$ cat src/hdl/chdr_pkg.sv
// ######################################
// CHDR word format: widths, header struct,
// header/timestamp word union, packet type
// codes and header field helpers
// ######################################

package chdr_pkg;

  // the bus carries exactly one CHDR word per beat
  localparam int CHDR_W           = 64;
  localparam int CHDR_HEADER_W    = 64;
  localparam int CHDR_TIMESTAMP_W = 64;

  // only the two data packet types are produced in this subsystem
  typedef enum logic [2:0] {
    DATA_NO_TS = 3'd6,
    DATA_TS    = 3'd7
  } chdr_pkt_type_t;

  // field order follows the CHDR header from bit 63 down to bit 0
  typedef struct packed {
    logic [5:0]     vc;
    logic           eob;
    logic           eov;
    chdr_pkt_type_t pkt_type;
    logic [4:0]     num_mdata;
    logic [15:0]    seq_num;
    logic [15:0]    length;
    logic [15:0]    dst_epid;
  } chdr_header_t;

  // the first word of a packet is a header and the second one of a timed
  // packet is a timestamp, so one bus word is read either way
  typedef union packed {
    chdr_header_t                header;
    logic [CHDR_TIMESTAMP_W-1:0] timestamp;
  } chdr_word_u;

  // end-of-burst bit of a header word
  function automatic logic chdr_get_eob(input logic [CHDR_W-1:0] word);
    chdr_word_u w;
    w = word;
    return w.header.eob;
  endfunction

  // packet type field of a header word
  function automatic chdr_pkt_type_t chdr_get_pkt_type(input logic [CHDR_W-1:0] word);
    chdr_word_u w;
    w = word;
    return w.header.pkt_type;
  endfunction

endpackage

$ cat src/hdl/stream_ctrl_pkg.sv
// ######################################
// subsystem control and status types:
// generator burst config, monitor flags
// ######################################

package stream_ctrl_pkg;

  // one burst request, latched by the generator on its start pulse
  typedef struct packed {
    logic [7:0]  num_pkts;
    logic [7:0]  spp;
    logic        timed;
    logic [15:0] dst_epid;
    logic [63:0] start_time;
    logic [6:0]  pad;
  } gen_cfg_t;

  // everything the monitor reports about the current output transfer
  typedef struct packed {
    logic                                  xfer;
    logic                                  sop;
    logic                                  eop;
    logic                                  sob;
    logic                                  eob;
    logic                                  ts_known;
    chdr_pkg::chdr_header_t                header;
    logic [chdr_pkg::CHDR_TIMESTAMP_W-1:0] timestamp;
  } mon_flags_t;

endpackage

$ cat src/hdl/chdr_traffic_gen.sv
// ######################################
// CHDR traffic generator: bursts of data
// packets with counting payload on AXIS
// ######################################
`timescale 1ns/1ps

module chdr_traffic_gen (
  input  logic                         clk,
  input  logic                         rst,
  input  logic                         i_start,
  input  stream_ctrl_pkg::gen_cfg_t    i_cfg,
  output logic [chdr_pkg::CHDR_W-1:0]  o_tdata,
  output logic                         o_tlast,
  output logic                         o_tvalid,
  input  logic                         i_tready,
  output logic                         o_busy
);
  import chdr_pkg::*;
  import stream_ctrl_pkg::*;

  typedef enum logic [1:0] {
    ST_IDLE,
    ST_HEADER,
    ST_TS,
    ST_PAYLOAD
  } state_t;

  state_t      state;
  gen_cfg_t    cfg_reg;
  logic [15:0] seq_num;
  logic [7:0]  pkt_idx;
  logic [7:0]  word_idx;
  logic [63:0] ts_reg;
  chdr_word_u  word;
  logic        xfer;
  logic        last_pkt;
  logic        last_word;

  assign xfer      = o_tvalid && i_tready;
  assign last_pkt  = (pkt_idx == cfg_reg.num_pkts - 8'd1);
  assign last_word = (word_idx == cfg_reg.spp - 8'd1);

  // outputs come straight from state and counters, which only move on a
  // transfer, so a stalled word stays put without extra holding registers
  assign o_tvalid = (state != ST_IDLE);
  assign o_busy   = (state != ST_IDLE);
  assign o_tlast  = (state == ST_PAYLOAD) && last_word;
  assign o_tdata  = word;

  always_comb begin
    word = '0;
    case (state)
      ST_HEADER: begin
        // vc, eov and num_mdata stay zero
        word.header.eob      = last_pkt;
        word.header.pkt_type = cfg_reg.timed ? DATA_TS : DATA_NO_TS;
        word.header.seq_num  = seq_num;
        // length in bytes covers header, optional timestamp and payload
        word.header.length   = (16'(cfg_reg.spp) + 16'(cfg_reg.timed) + 16'd1) << 3;
        word.header.dst_epid = cfg_reg.dst_epid;
      end
      ST_TS: begin
        word.timestamp = ts_reg;
      end
      ST_PAYLOAD: begin
        // upper half is the packet's sequence number, lower half counts words
        word = {16'd0, seq_num, 24'd0, word_idx};
      end
      default: begin
        word = '0;
      end
    endcase
  end

  always_ff @(posedge clk) begin
    if (rst) begin
      state    <= ST_IDLE;
      seq_num  <= '0;
      pkt_idx  <= '0;
      word_idx <= '0;
    end else begin
      case (state)
        ST_IDLE: begin
          // a start pulse while busy never reaches here, so it is dropped
          if (i_start) begin
            pkt_idx  <= '0;
            word_idx <= '0;
            state    <= ST_HEADER;
          end
        end
        ST_HEADER: begin
          if (xfer) begin
            word_idx <= '0;
            state    <= cfg_reg.timed ? ST_TS : ST_PAYLOAD;
          end
        end
        ST_TS: begin
          if (xfer) state <= ST_PAYLOAD;
        end
        ST_PAYLOAD: begin
          if (xfer) begin
            if (last_word) begin
              // sequence number keeps running across bursts
              seq_num  <= seq_num + 16'd1;
              word_idx <= '0;
              if (last_pkt) begin
                state <= ST_IDLE;
              end else begin
                pkt_idx <= pkt_idx + 8'd1;
                state   <= ST_HEADER;
              end
            end else begin
              word_idx <= word_idx + 8'd1;
            end
          end
        end
        default: state <= ST_IDLE;
      endcase
    end
  end

  // burst config and first timestamp load on the start pulse
  always_ff @(posedge clk) begin
    if (state == ST_IDLE && i_start) begin
      cfg_reg <= i_cfg;
      ts_reg  <= i_cfg.start_time;
    end else if (state == ST_PAYLOAD && xfer && last_word) begin
      // next packet's time is spp samples later
      ts_reg <= ts_reg + 64'(cfg_reg.spp);
    end
  end

  // a stalled word must be held unchanged until the sink takes it
  a_hold_stalled_word: assert property (
    @(posedge clk) disable iff (rst)
    (o_tvalid && !i_tready) |=> (o_tvalid && $stable(o_tdata) && $stable(o_tlast))
  );

endmodule

$ cat src/hdl/chdr_fifo.sv
// ######################################
// synchronous AXI-Stream FIFO for CHDR
// words together with tlast
// ######################################
`timescale 1ns/1ps

module chdr_fifo #(
  parameter int FIFO_DEPTH_LOG2 = 4
) (
  input  logic                        clk,
  input  logic                        rst,
  input  logic [chdr_pkg::CHDR_W-1:0] i_tdata,
  input  logic                        i_tlast,
  input  logic                        i_tvalid,
  output logic                        o_tready,
  output logic [chdr_pkg::CHDR_W-1:0] o_tdata,
  output logic                        o_tlast,
  output logic                        o_tvalid,
  input  logic                        i_tready
);
  import chdr_pkg::*;

  localparam logic [FIFO_DEPTH_LOG2:0] DEPTH = 1 << FIFO_DEPTH_LOG2;

  // each entry stores tlast above the data word
  logic [CHDR_W:0]              mem [DEPTH];
  logic [FIFO_DEPTH_LOG2-1:0]   wr_ptr;
  logic [FIFO_DEPTH_LOG2-1:0]   rd_ptr;
  logic [FIFO_DEPTH_LOG2:0]     count;
  logic                         wr_en;
  logic                         rd_en;

  assign o_tready = (count != DEPTH);
  assign o_tvalid = (count != '0);
  assign wr_en    = i_tvalid && o_tready;
  assign rd_en    = o_tvalid && i_tready;

  // head of the queue is shown without a read register
  assign {o_tlast, o_tdata} = mem[rd_ptr];

  always_ff @(posedge clk) begin
    if (wr_en) mem[wr_ptr] <= {i_tlast, i_tdata};
  end

  always_ff @(posedge clk) begin
    if (rst) begin
      wr_ptr <= '0;
      rd_ptr <= '0;
      count  <= '0;
    end else begin
      // pointers wrap on their own since the depth is a power of two
      if (wr_en) wr_ptr <= wr_ptr + 1'b1;
      if (rd_en) rd_ptr <= rd_ptr + 1'b1;
      case ({wr_en, rd_en})
        2'b10:   count <= count + 1'b1;
        2'b01:   count <= count - 1'b1;
        default: count <= count;
      endcase
    end
  end

  // with equal pointers the buffer is either empty or full, so a write
  // there must see it empty and never overwrite the unread head
  a_no_write_when_full: assert property (
    @(posedge clk) disable iff (rst) wr_en |-> (wr_ptr != rd_ptr || count == '0)
  );
  // a read from equal pointers is only legal when every slot holds a word
  a_no_read_when_empty: assert property (
    @(posedge clk) disable iff (rst) rd_en |-> (wr_ptr != rd_ptr || count == DEPTH)
  );

endmodule

$ cat src/hdl/axis_monitor.sv
// ######################################
// generic AXI-Stream monitor: transfer,
// sop/eop strobes, transfer/packet counts
// ######################################
`timescale 1ns/1ps

module axis_monitor #(
  parameter int COUNT_W = 32
) (
  input  logic               clk,
  input  logic               rst,
  input  logic               i_tlast,
  input  logic               i_tvalid,
  input  logic               i_tready,
  output logic               o_xfer,
  output logic               o_sop,
  output logic               o_eop,
  output logic [COUNT_W-1:0] o_xfer_count,
  output logic [COUNT_W-1:0] o_pkt_count
);

  // high between the first and last transfer of a packet
  logic in_pkt;

  assign o_xfer = i_tvalid && i_tready;
  assign o_sop  = o_xfer && !in_pkt;
  assign o_eop  = o_xfer && i_tlast;

  always_ff @(posedge clk) begin
    if (rst) begin
      in_pkt       <= 1'b0;
      o_xfer_count <= '0;
      o_pkt_count  <= '0;
    end else if (o_xfer) begin
      in_pkt       <= !i_tlast;
      o_xfer_count <= o_xfer_count + 1'b1;
      if (i_tlast) o_pkt_count <= o_pkt_count + 1'b1;
    end
  end

  // strobes only ever mark an actual transfer
  a_strobe_on_xfer: assert property (
    @(posedge clk) disable iff (rst) (o_sop || o_eop) |-> o_xfer
  );

endmodule

$ cat src/hdl/chdr_monitor.sv
// ######################################
// CHDR monitor: burst strobes and count,
// header and timestamp of current packet
// ######################################
`timescale 1ns/1ps

module chdr_monitor #(
  parameter int COUNT_W = 32
) (
  input  logic                        clk,
  input  logic                        rst,
  input  logic [chdr_pkg::CHDR_W-1:0] i_tdata,
  input  logic                        i_tlast,
  input  logic                        i_tvalid,
  input  logic                        i_tready,
  output stream_ctrl_pkg::mon_flags_t o_flags,
  output logic [COUNT_W-1:0]          o_xfer_count,
  output logic [COUNT_W-1:0]          o_pkt_count,
  output logic [COUNT_W-1:0]          o_burst_count
);
  import chdr_pkg::*;
  import stream_ctrl_pkg::*;

  logic                        xfer;
  logic                        sop;
  logic                        eop;
  logic                        sob;
  logic                        eob;
  chdr_word_u                  bus_word;
  logic                        has_time;
  logic                        second_xfer;
  // the first packet after reset opens a burst
  logic                        pkt_is_sob;
  logic                        pkt_is_eob;
  logic                        pkt_is_timed;
  logic                        sop_done;
  chdr_header_t                header_reg;
  logic [CHDR_TIMESTAMP_W-1:0] ts_reg;
  logic                        ts_known_reg;

  axis_monitor #(
    .COUNT_W(COUNT_W)
  ) axis_monitor_inst (
    .clk         (clk),
    .rst         (rst),
    .i_tlast     (i_tlast),
    .i_tvalid    (i_tvalid),
    .i_tready    (i_tready),
    .o_xfer      (xfer),
    .o_sop       (sop),
    .o_eop       (eop),
    .o_xfer_count(o_xfer_count),
    .o_pkt_count (o_pkt_count)
  );

  assign bus_word = i_tdata;
  assign has_time = (chdr_get_pkt_type(i_tdata) == DATA_TS);

  // sop_done is set only between the header and the next transfer
  assign second_xfer = xfer && sop_done;

  assign sob = sop && pkt_is_sob;
  // a one-word packet carries its eob in the header on the bus right now
  assign eob = eop && (sop ? chdr_get_eob(i_tdata) : pkt_is_eob);

  always_comb begin
    o_flags.xfer   = xfer;
    o_flags.sop    = sop;
    o_flags.eop    = eop;
    o_flags.sob    = sob;
    o_flags.eob    = eob;
    o_flags.header = sop ? bus_word.header : header_reg;
    // timestamp is passed through on the second word and held afterwards
    if (second_xfer && pkt_is_timed) begin
      o_flags.timestamp = bus_word.timestamp;
      o_flags.ts_known  = 1'b1;
    end else begin
      o_flags.timestamp = ts_reg;
      o_flags.ts_known  = ts_known_reg;
    end
  end

  always_ff @(posedge clk) begin
    if (rst) begin
      pkt_is_sob    <= 1'b1;
      pkt_is_eob    <= 1'b0;
      pkt_is_timed  <= 1'b0;
      sop_done      <= 1'b0;
      header_reg    <= '0;
      ts_reg        <= '0;
      ts_known_reg  <= 1'b0;
      o_burst_count <= '0;
    end else begin
      if (sop) begin
        header_reg   <= bus_word.header;
        pkt_is_eob   <= chdr_get_eob(i_tdata);
        pkt_is_timed <= has_time;
        pkt_is_sob   <= 1'b0;
        sop_done     <= !eop;
      end else if (xfer) begin
        sop_done <= 1'b0;
      end
      if (second_xfer && pkt_is_timed) begin
        ts_reg       <= bus_word.timestamp;
        ts_known_reg <= 1'b1;
      end
      // nothing of the finished packet survives past its last word
      if (eop) begin
        header_reg   <= '0;
        ts_reg       <= '0;
        ts_known_reg <= 1'b0;
      end
      // the packet after an eob opens a new burst
      if (eob) begin
        pkt_is_sob    <= 1'b1;
        o_burst_count <= o_burst_count + 1'b1;
      end
    end
  end

  // a burst can only open on the first word of a packet from axis_monitor
  a_sob_on_sop: assert property (
    @(posedge clk) disable iff (rst) sob |-> sop
  );

endmodule

$ cat src/hdl/chdr_stream_top.sv
// ######################################
// CHDR stream top: generator, FIFO and
// output monitor
// ######################################
`timescale 1ns/1ps

module chdr_stream_top #(
  parameter int COUNT_W         = 32,
  parameter int FIFO_DEPTH_LOG2 = 4
) (
  input  logic                        clk,
  input  logic                        rst,
  input  logic                        i_start,
  input  stream_ctrl_pkg::gen_cfg_t   i_cfg,
  output logic                        o_busy,
  output logic [chdr_pkg::CHDR_W-1:0] o_out_tdata,
  output logic                        o_out_tlast,
  output logic                        o_out_tvalid,
  input  logic                        i_out_tready,
  output stream_ctrl_pkg::mon_flags_t o_flags,
  output logic [COUNT_W-1:0]          o_xfer_count,
  output logic [COUNT_W-1:0]          o_pkt_count,
  output logic [COUNT_W-1:0]          o_burst_count
);
  import chdr_pkg::*;

  // generator to FIFO stream
  logic [CHDR_W-1:0] gen_tdata;
  logic              gen_tlast;
  logic              gen_tvalid;
  logic              gen_tready;

  chdr_traffic_gen chdr_traffic_gen_inst (
    .clk     (clk),
    .rst     (rst),
    .i_start (i_start),
    .i_cfg   (i_cfg),
    .o_tdata (gen_tdata),
    .o_tlast (gen_tlast),
    .o_tvalid(gen_tvalid),
    .i_tready(gen_tready),
    .o_busy  (o_busy)
  );

  chdr_fifo #(
    .FIFO_DEPTH_LOG2(FIFO_DEPTH_LOG2)
  ) chdr_fifo_inst (
    .clk     (clk),
    .rst     (rst),
    .i_tdata (gen_tdata),
    .i_tlast (gen_tlast),
    .i_tvalid(gen_tvalid),
    .o_tready(gen_tready),
    .o_tdata (o_out_tdata),
    .o_tlast (o_out_tlast),
    .o_tvalid(o_out_tvalid),
    .i_tready(i_out_tready)
  );

  // the monitor only listens to the output port
  chdr_monitor #(
    .COUNT_W(COUNT_W)
  ) chdr_monitor_inst (
    .clk          (clk),
    .rst          (rst),
    .i_tdata      (o_out_tdata),
    .i_tlast      (o_out_tlast),
    .i_tvalid     (o_out_tvalid),
    .i_tready     (i_out_tready),
    .o_flags      (o_flags),
    .o_xfer_count (o_xfer_count),
    .o_pkt_count  (o_pkt_count),
    .o_burst_count(o_burst_count)
  );

endmodule

$ cat config.mk
export PLATFORM = sky130hd
export DESIGN_NAME = chdr_stream_top
export DESIGN_NICKNAME = d
export VERILOG_FILES = /design/src/hdl/chdr_pkg.sv /design/src/hdl/stream_ctrl_pkg.sv /design/src/hdl/chdr_traffic_gen.sv /design/src/hdl/chdr_fifo.sv /design/src/hdl/axis_monitor.sv /design/src/hdl/chdr_monitor.sv /design/src/hdl/chdr_stream_top.sv
export SDC_FILE = /design/constraint.sdc
export NUM_CORES = 2
export LEC_CHECK = 0
export BUFFER_PORTS_ARGS = -buffer_cell sky130_fd_sc_hd__buf_2
export CAP_MARGIN = 10
export CORE_MARGIN = 2
export CORE_UTILIZATION = 45
export DETAILED_ROUTE_END_ITERATION = 8
export PLACE_DENSITY = 0.64
export RECOVER_POWER = 100
export SLEW_MARGIN = 5
export SYNTH_ARGS = -nofsm -noshare
export SYNTH_HDL_FRONTEND = slang
export SYNTH_SLANG_ARGS = --single-unit
$ cat constraint.sdc
create_clock -name clk -period 10.6 [get_ports clk]
set_input_delay 0.53 -clock clk [delete_from_list [all_inputs] [get_ports clk]]
set_output_delay 0.53 -clock clk [all_outputs]
set_load 0.005 [all_outputs]
==> flow_results.xml <==
<?xml version="1.0" encoding="UTF-8"?>
<metrics>
  <group name="clock_tree">
    <metric name="post_cts.repair.setup_buffers" unit="">0</metric>
    <metric name="worstSkewPairLatency" unit="ps">790</metric>
    <metric name="cts_tree" unit="">yes</metric>
    <metric name="cts_inserted_buffers" unit="">151</metric>
    <metric name="cts.htree.levels" unit="">4</metric>
    <metric name="deepest_clock_path_buffer_count" unit="">3</metric>
    <metric name="clockRootBuffer" unit="">clkbuf_16</metric>
    <metric name="clk_pin_slew" unit="ps">60</metric>
    <metric name="clock-sinks" unit="">1418</metric>
  </group>
  <group name="synth">
    <metric name="post_synth_num_cell_types" unit="">67</metric>
    <metric name="cell_area_synth" unit="mm2">0.0569</metric>
    <metric name="synth-warning-count" unit="">0</metric>
    <metric name="ys_seq_area_share" unit="%">69.9</metric>
    <metric name="synth_enable_flop_cells" unit="">1137</metric>
    <metric name="netlist_instances" unit="">3449</metric>
    <metric name="synth_common_cells" unit="">1,137 x edfxtp_1, 358 x nand2_1, 324 x mux4_2</metric>
    <metric name="post_synth.cell_area_avg" unit="um2">16.5</metric>
    <metric name="syn_nets" unit="">3591</metric>
    <metric name="ys_ff_latch" unit="">1418</metric>
    <metric name="synthMostInstantiatedCell" unit="">edfxtp_1</metric>
    <metric name="synth_async_sr_flop_share" unit="%">0</metric>
    <metric name="synth_top_cell_by_area" unit="">edfxtp_1</metric>
    <metric name="synthDominantCellAreaShare" unit="%">60.0</metric>
    <metric name="synth.top_cells.by_area" unit="">edfxtp_1 60%, mux4_2 13%, dfxtp_1 9.9%</metric>
    <metric name="synth_ff_type" unit="">edfxtp_1</metric>
  </group>
  <group name="routing">
    <metric name="via_per_inst" unit="">5.61</metric>
    <metric name="initialDrtViolationCount" unit="">3169</metric>
    <metric name="wl_per_cell" unit="um">25.2</metric>
    <metric name="drt_wl_total" unit="um">144000</metric>
    <metric name="total_vias_in_the_final_route" unit="">32046</metric>
    <metric name="firstDrtPassIters" unit="">6</metric>
    <metric name="ant_nets" unit="">0</metric>
    <metric name="drc_errors_left" unit="">0</metric>
  </group>
  <group name="die">
    <metric name="full_die_area" unit="mm2">0.129</metric>
    <metric name="die_h" unit="um">360</metric>
    <metric name="pin_count" unit="">405</metric>
    <metric name="core_area" unit="mm2">0.126</metric>
    <metric name="dieWidth" unit="um">360</metric>
    <metric name="start_util" unit="%">45.3</metric>
    <metric name="fp-row-count" unit="">130</metric>
  </group>
  <group name="sta">
    <metric name="clock_skew" unit="ps">21.4</metric>
    <metric name="slew_viol_final" unit="">1441</metric>
    <metric name="tightest_slew" unit="ps">4430</metric>
    <metric name="grt_setup_unrepaired" unit="">false</metric>
    <metric name="final.min_clock_period" unit="ps">7630</metric>
    <metric name="setup-tns-final" unit="ps">0</metric>
    <metric name="hold_violations" unit="">0</metric>
    <metric name="timing.final.setup_violations" unit="">0</metric>
    <metric name="max_clock_freq" unit="GHz">0.131</metric>
    <metric name="timing.slew.headroom" unit="%">-195</metric>
    <metric name="final.period_utilization" unit="%">71.9</metric>
  </group>
  <group name="grt">
    <metric name="grt_util_met3" unit="%">5.94</metric>
    <metric name="antenna_found_initial" unit="">27</metric>
    <metric name="track_usage" unit="%">22.2</metric>
    <metric name="pin_count_of_the_biggest_net_entering_global_routing" unit="">109</metric>
    <metric name="groute.layer.met1.usage" unit="%">30.7</metric>
    <metric name="wire_length_of_the_first_global_routing_pass" unit="um">213000</metric>
    <metric name="overflow" unit="">0</metric>
    <metric name="grt_pass1_vias" unit="">31876</metric>
    <metric name="grt_busiest_layer" unit="">met2</metric>
    <metric name="use_met2" unit="%">34.9</metric>
  </group>
  <group name="placement">
    <metric name="detailedPlacementHpwl" unit="um">85100</metric>
    <metric name="globalplace.congestion" unit="">0.818</metric>
    <metric name="place.port_buffers" unit="">397</metric>
  </group>
  <group name="layout">
    <metric name="final_core_util" unit="%">52.2</metric>
    <metric name="fillers" unit="">10250</metric>
    <metric name="number_of_flip_flops_under_the_largest_register_name" unit="">1040</metric>
    <metric name="final_layout_size_suffix_gt1_share" unit="%">21.1</metric>
    <metric name="largest_register" unit="">chdr_fifo_inst.mem</metric>
    <metric name="area_growth_from_synthesis_to_final_layout" unit="%">15.2</metric>
    <metric name="finish.net_count" unit="">4077</metric>
  </group>
  <group name="setup_path">
    <metric name="worstSetupEndpointType" unit="">flop</metric>
    <metric name="setup.worst_path.start_class" unit="">flop</metric>
    <metric name="critical_path_peak_fanout" unit="">43</metric>
    <metric name="critical_path_arrival" unit="ps">7910</metric>
    <metric name="path_class" unit="">flop to flop</metric>
    <metric name="critical_path_required" unit="ps">10880</metric>
  </group>
  <group name="worst_hold_path">
    <metric name="worstHoldPathType" unit="">primary input to flop</metric>
  </group>
  <group name="power">
    <metric name="leakagePower" unit="uW">0.0219</metric>
    <metric name="power.ir.vdd_worst" unit="mV">0.186</metric>
    <metric name="total_power_divided_by_cell_area" unit="mW/mm2">236</metric>
    <metric name="p_total" unit="uW">15500</metric>
  </group>
  <group name="status">
    <metric name="run_status" unit="">complete, but fails checks</metric>
    <metric name="failed_checks" unit="">capacitance limit, slew limit</metric>
  </group>
  <group name="job">
    <metric name="drv.max_cap_violation_count" unit="">41</metric>
  </group>
</metrics>
-- path summary, 6_finish.rpt --
path	startpoint	to	slack, ps	cells after the start
max	chdr_traffic_gen_inst.state[0]$_SDFFE_PP0P_	chdr_fifo_inst.mem[13][40]$_DFFE_PP_	2970	7
max reg2reg	chdr_traffic_gen_inst.state[0]$_SDFFE_PP0P_	chdr_fifo_inst.mem[13][40]$_DFFE_PP_	2970	7
min reg2reg	chdr_monitor_inst.pkt_is_sob$_SDFFE_PP1P_	chdr_monitor_inst.pkt_is_sob$_SDFFE_PP1P_	460	1
min	i_cfg[65]	chdr_traffic_gen_inst.ts_reg[58]$_DFFE_PP_	50	3
-- report_power, final --
| group | switching [uW] | internal [uW] | total, uW |
|---|---|---|---|
| clock network | 2200 | 2770 | 4970 |
| logic | 2050 | 1370 | 3420 |
| registers | 309 | 6790 | 7100 |
| total | 4560 | 10900 | 15500 |
-- metal layers --
metal  wire length, um  share of wire (%)
met1             61200                 42
met2             67900                 47
met3             11900                8.2
met4              2930                2.0
met5               210               0.15
-- logic make-up (layout without fill, tap and decap cells) --
kind of cell | count (synthesis) | in the layout | share of synthesized area (%)
AO/OA/AOI/OAI | 214 | 214 | 2.37
XOR/XNOR | 210 | 210 | 3.23
adder cells (fa/ha/maj) | 35 | 35 | 0.791
buffers and inverters | 214 | 824 | 1.48
flip-flops | 1418 | 1418 | 69.9
multiplexers | 395 | 395 | 14.2
other | 0 | 6 | 0
AND/OR/NAND/NOR | 963 | 963 | 8.07
-- what timing repair did --
item / in CTS / in global routing
gates resized for setup: 0 / 0
endpoints found under the setup margin: 0 / 0
hold endpoints to repair: 50 / 0
hold buffers: 50 / 0
-- placed cells by master, fill, tap and decap left out, types with 79 or more instances in the layout --
| cell type | count |
|---|---|
| edfxtp_1 | 1137 |
| nor2_1 | 194 |
| clkbuf_16 | 153 |
| nand2_1 | 358 |
| nor2b_1 | 141 |
| mux4_2 | 324 |
| dfxtp_1 | 278 |
| clkbuf_1 | 252 |
| buf_2 | 230 |
| xnor2_1 | 85 |
| o21ai_0 | 79 |
| xor2_1 | 125 |
-- area by class of cell --
| type | instances | area (um2) | share of cell area [%] |
|---|---|---|---|
| Sequential cell | 1418 | 39800 | 60.7 |
| Multi-Input combinational cell | 1817 | 16400 | 24.9 |
| Clock buffer | 198 | 4030 | 6.14 |
| Timing Repair Buffer | 507 | 2580 | 3.93 |
| Tap cell | 1650 | 2060 | 3.15 |
| Clock inverter | 79 | 603 | 0.920 |
| Inverter | 40 | 153 | 0.233 |
| Antenna cell | 6 | 15.0 | 0.0229 |
-- critical path, stage by stage, from the launching register on --
cell and delay, ps:
dfxtp_1 360, inv_1 90, ha_1 240, a21oi_1 130, clkbuf_1 630, nand2_1 300, nor2_1 2220, clkbuf_1 3090
-- through the flow --
step                hold slack, ps  cell area (um2)  cells  setup slack [ps]
global placement               447            60900   5381              5850
CTS                           1.15            66100   5708              5010
detailed placement             450            60900   5381              5850
floorplan                      428            56900   3449              4140
finish                        47.5            65600   5715              2970
global route                  33.1            65600   5713              2660
(Power assumes the default switching activity.)
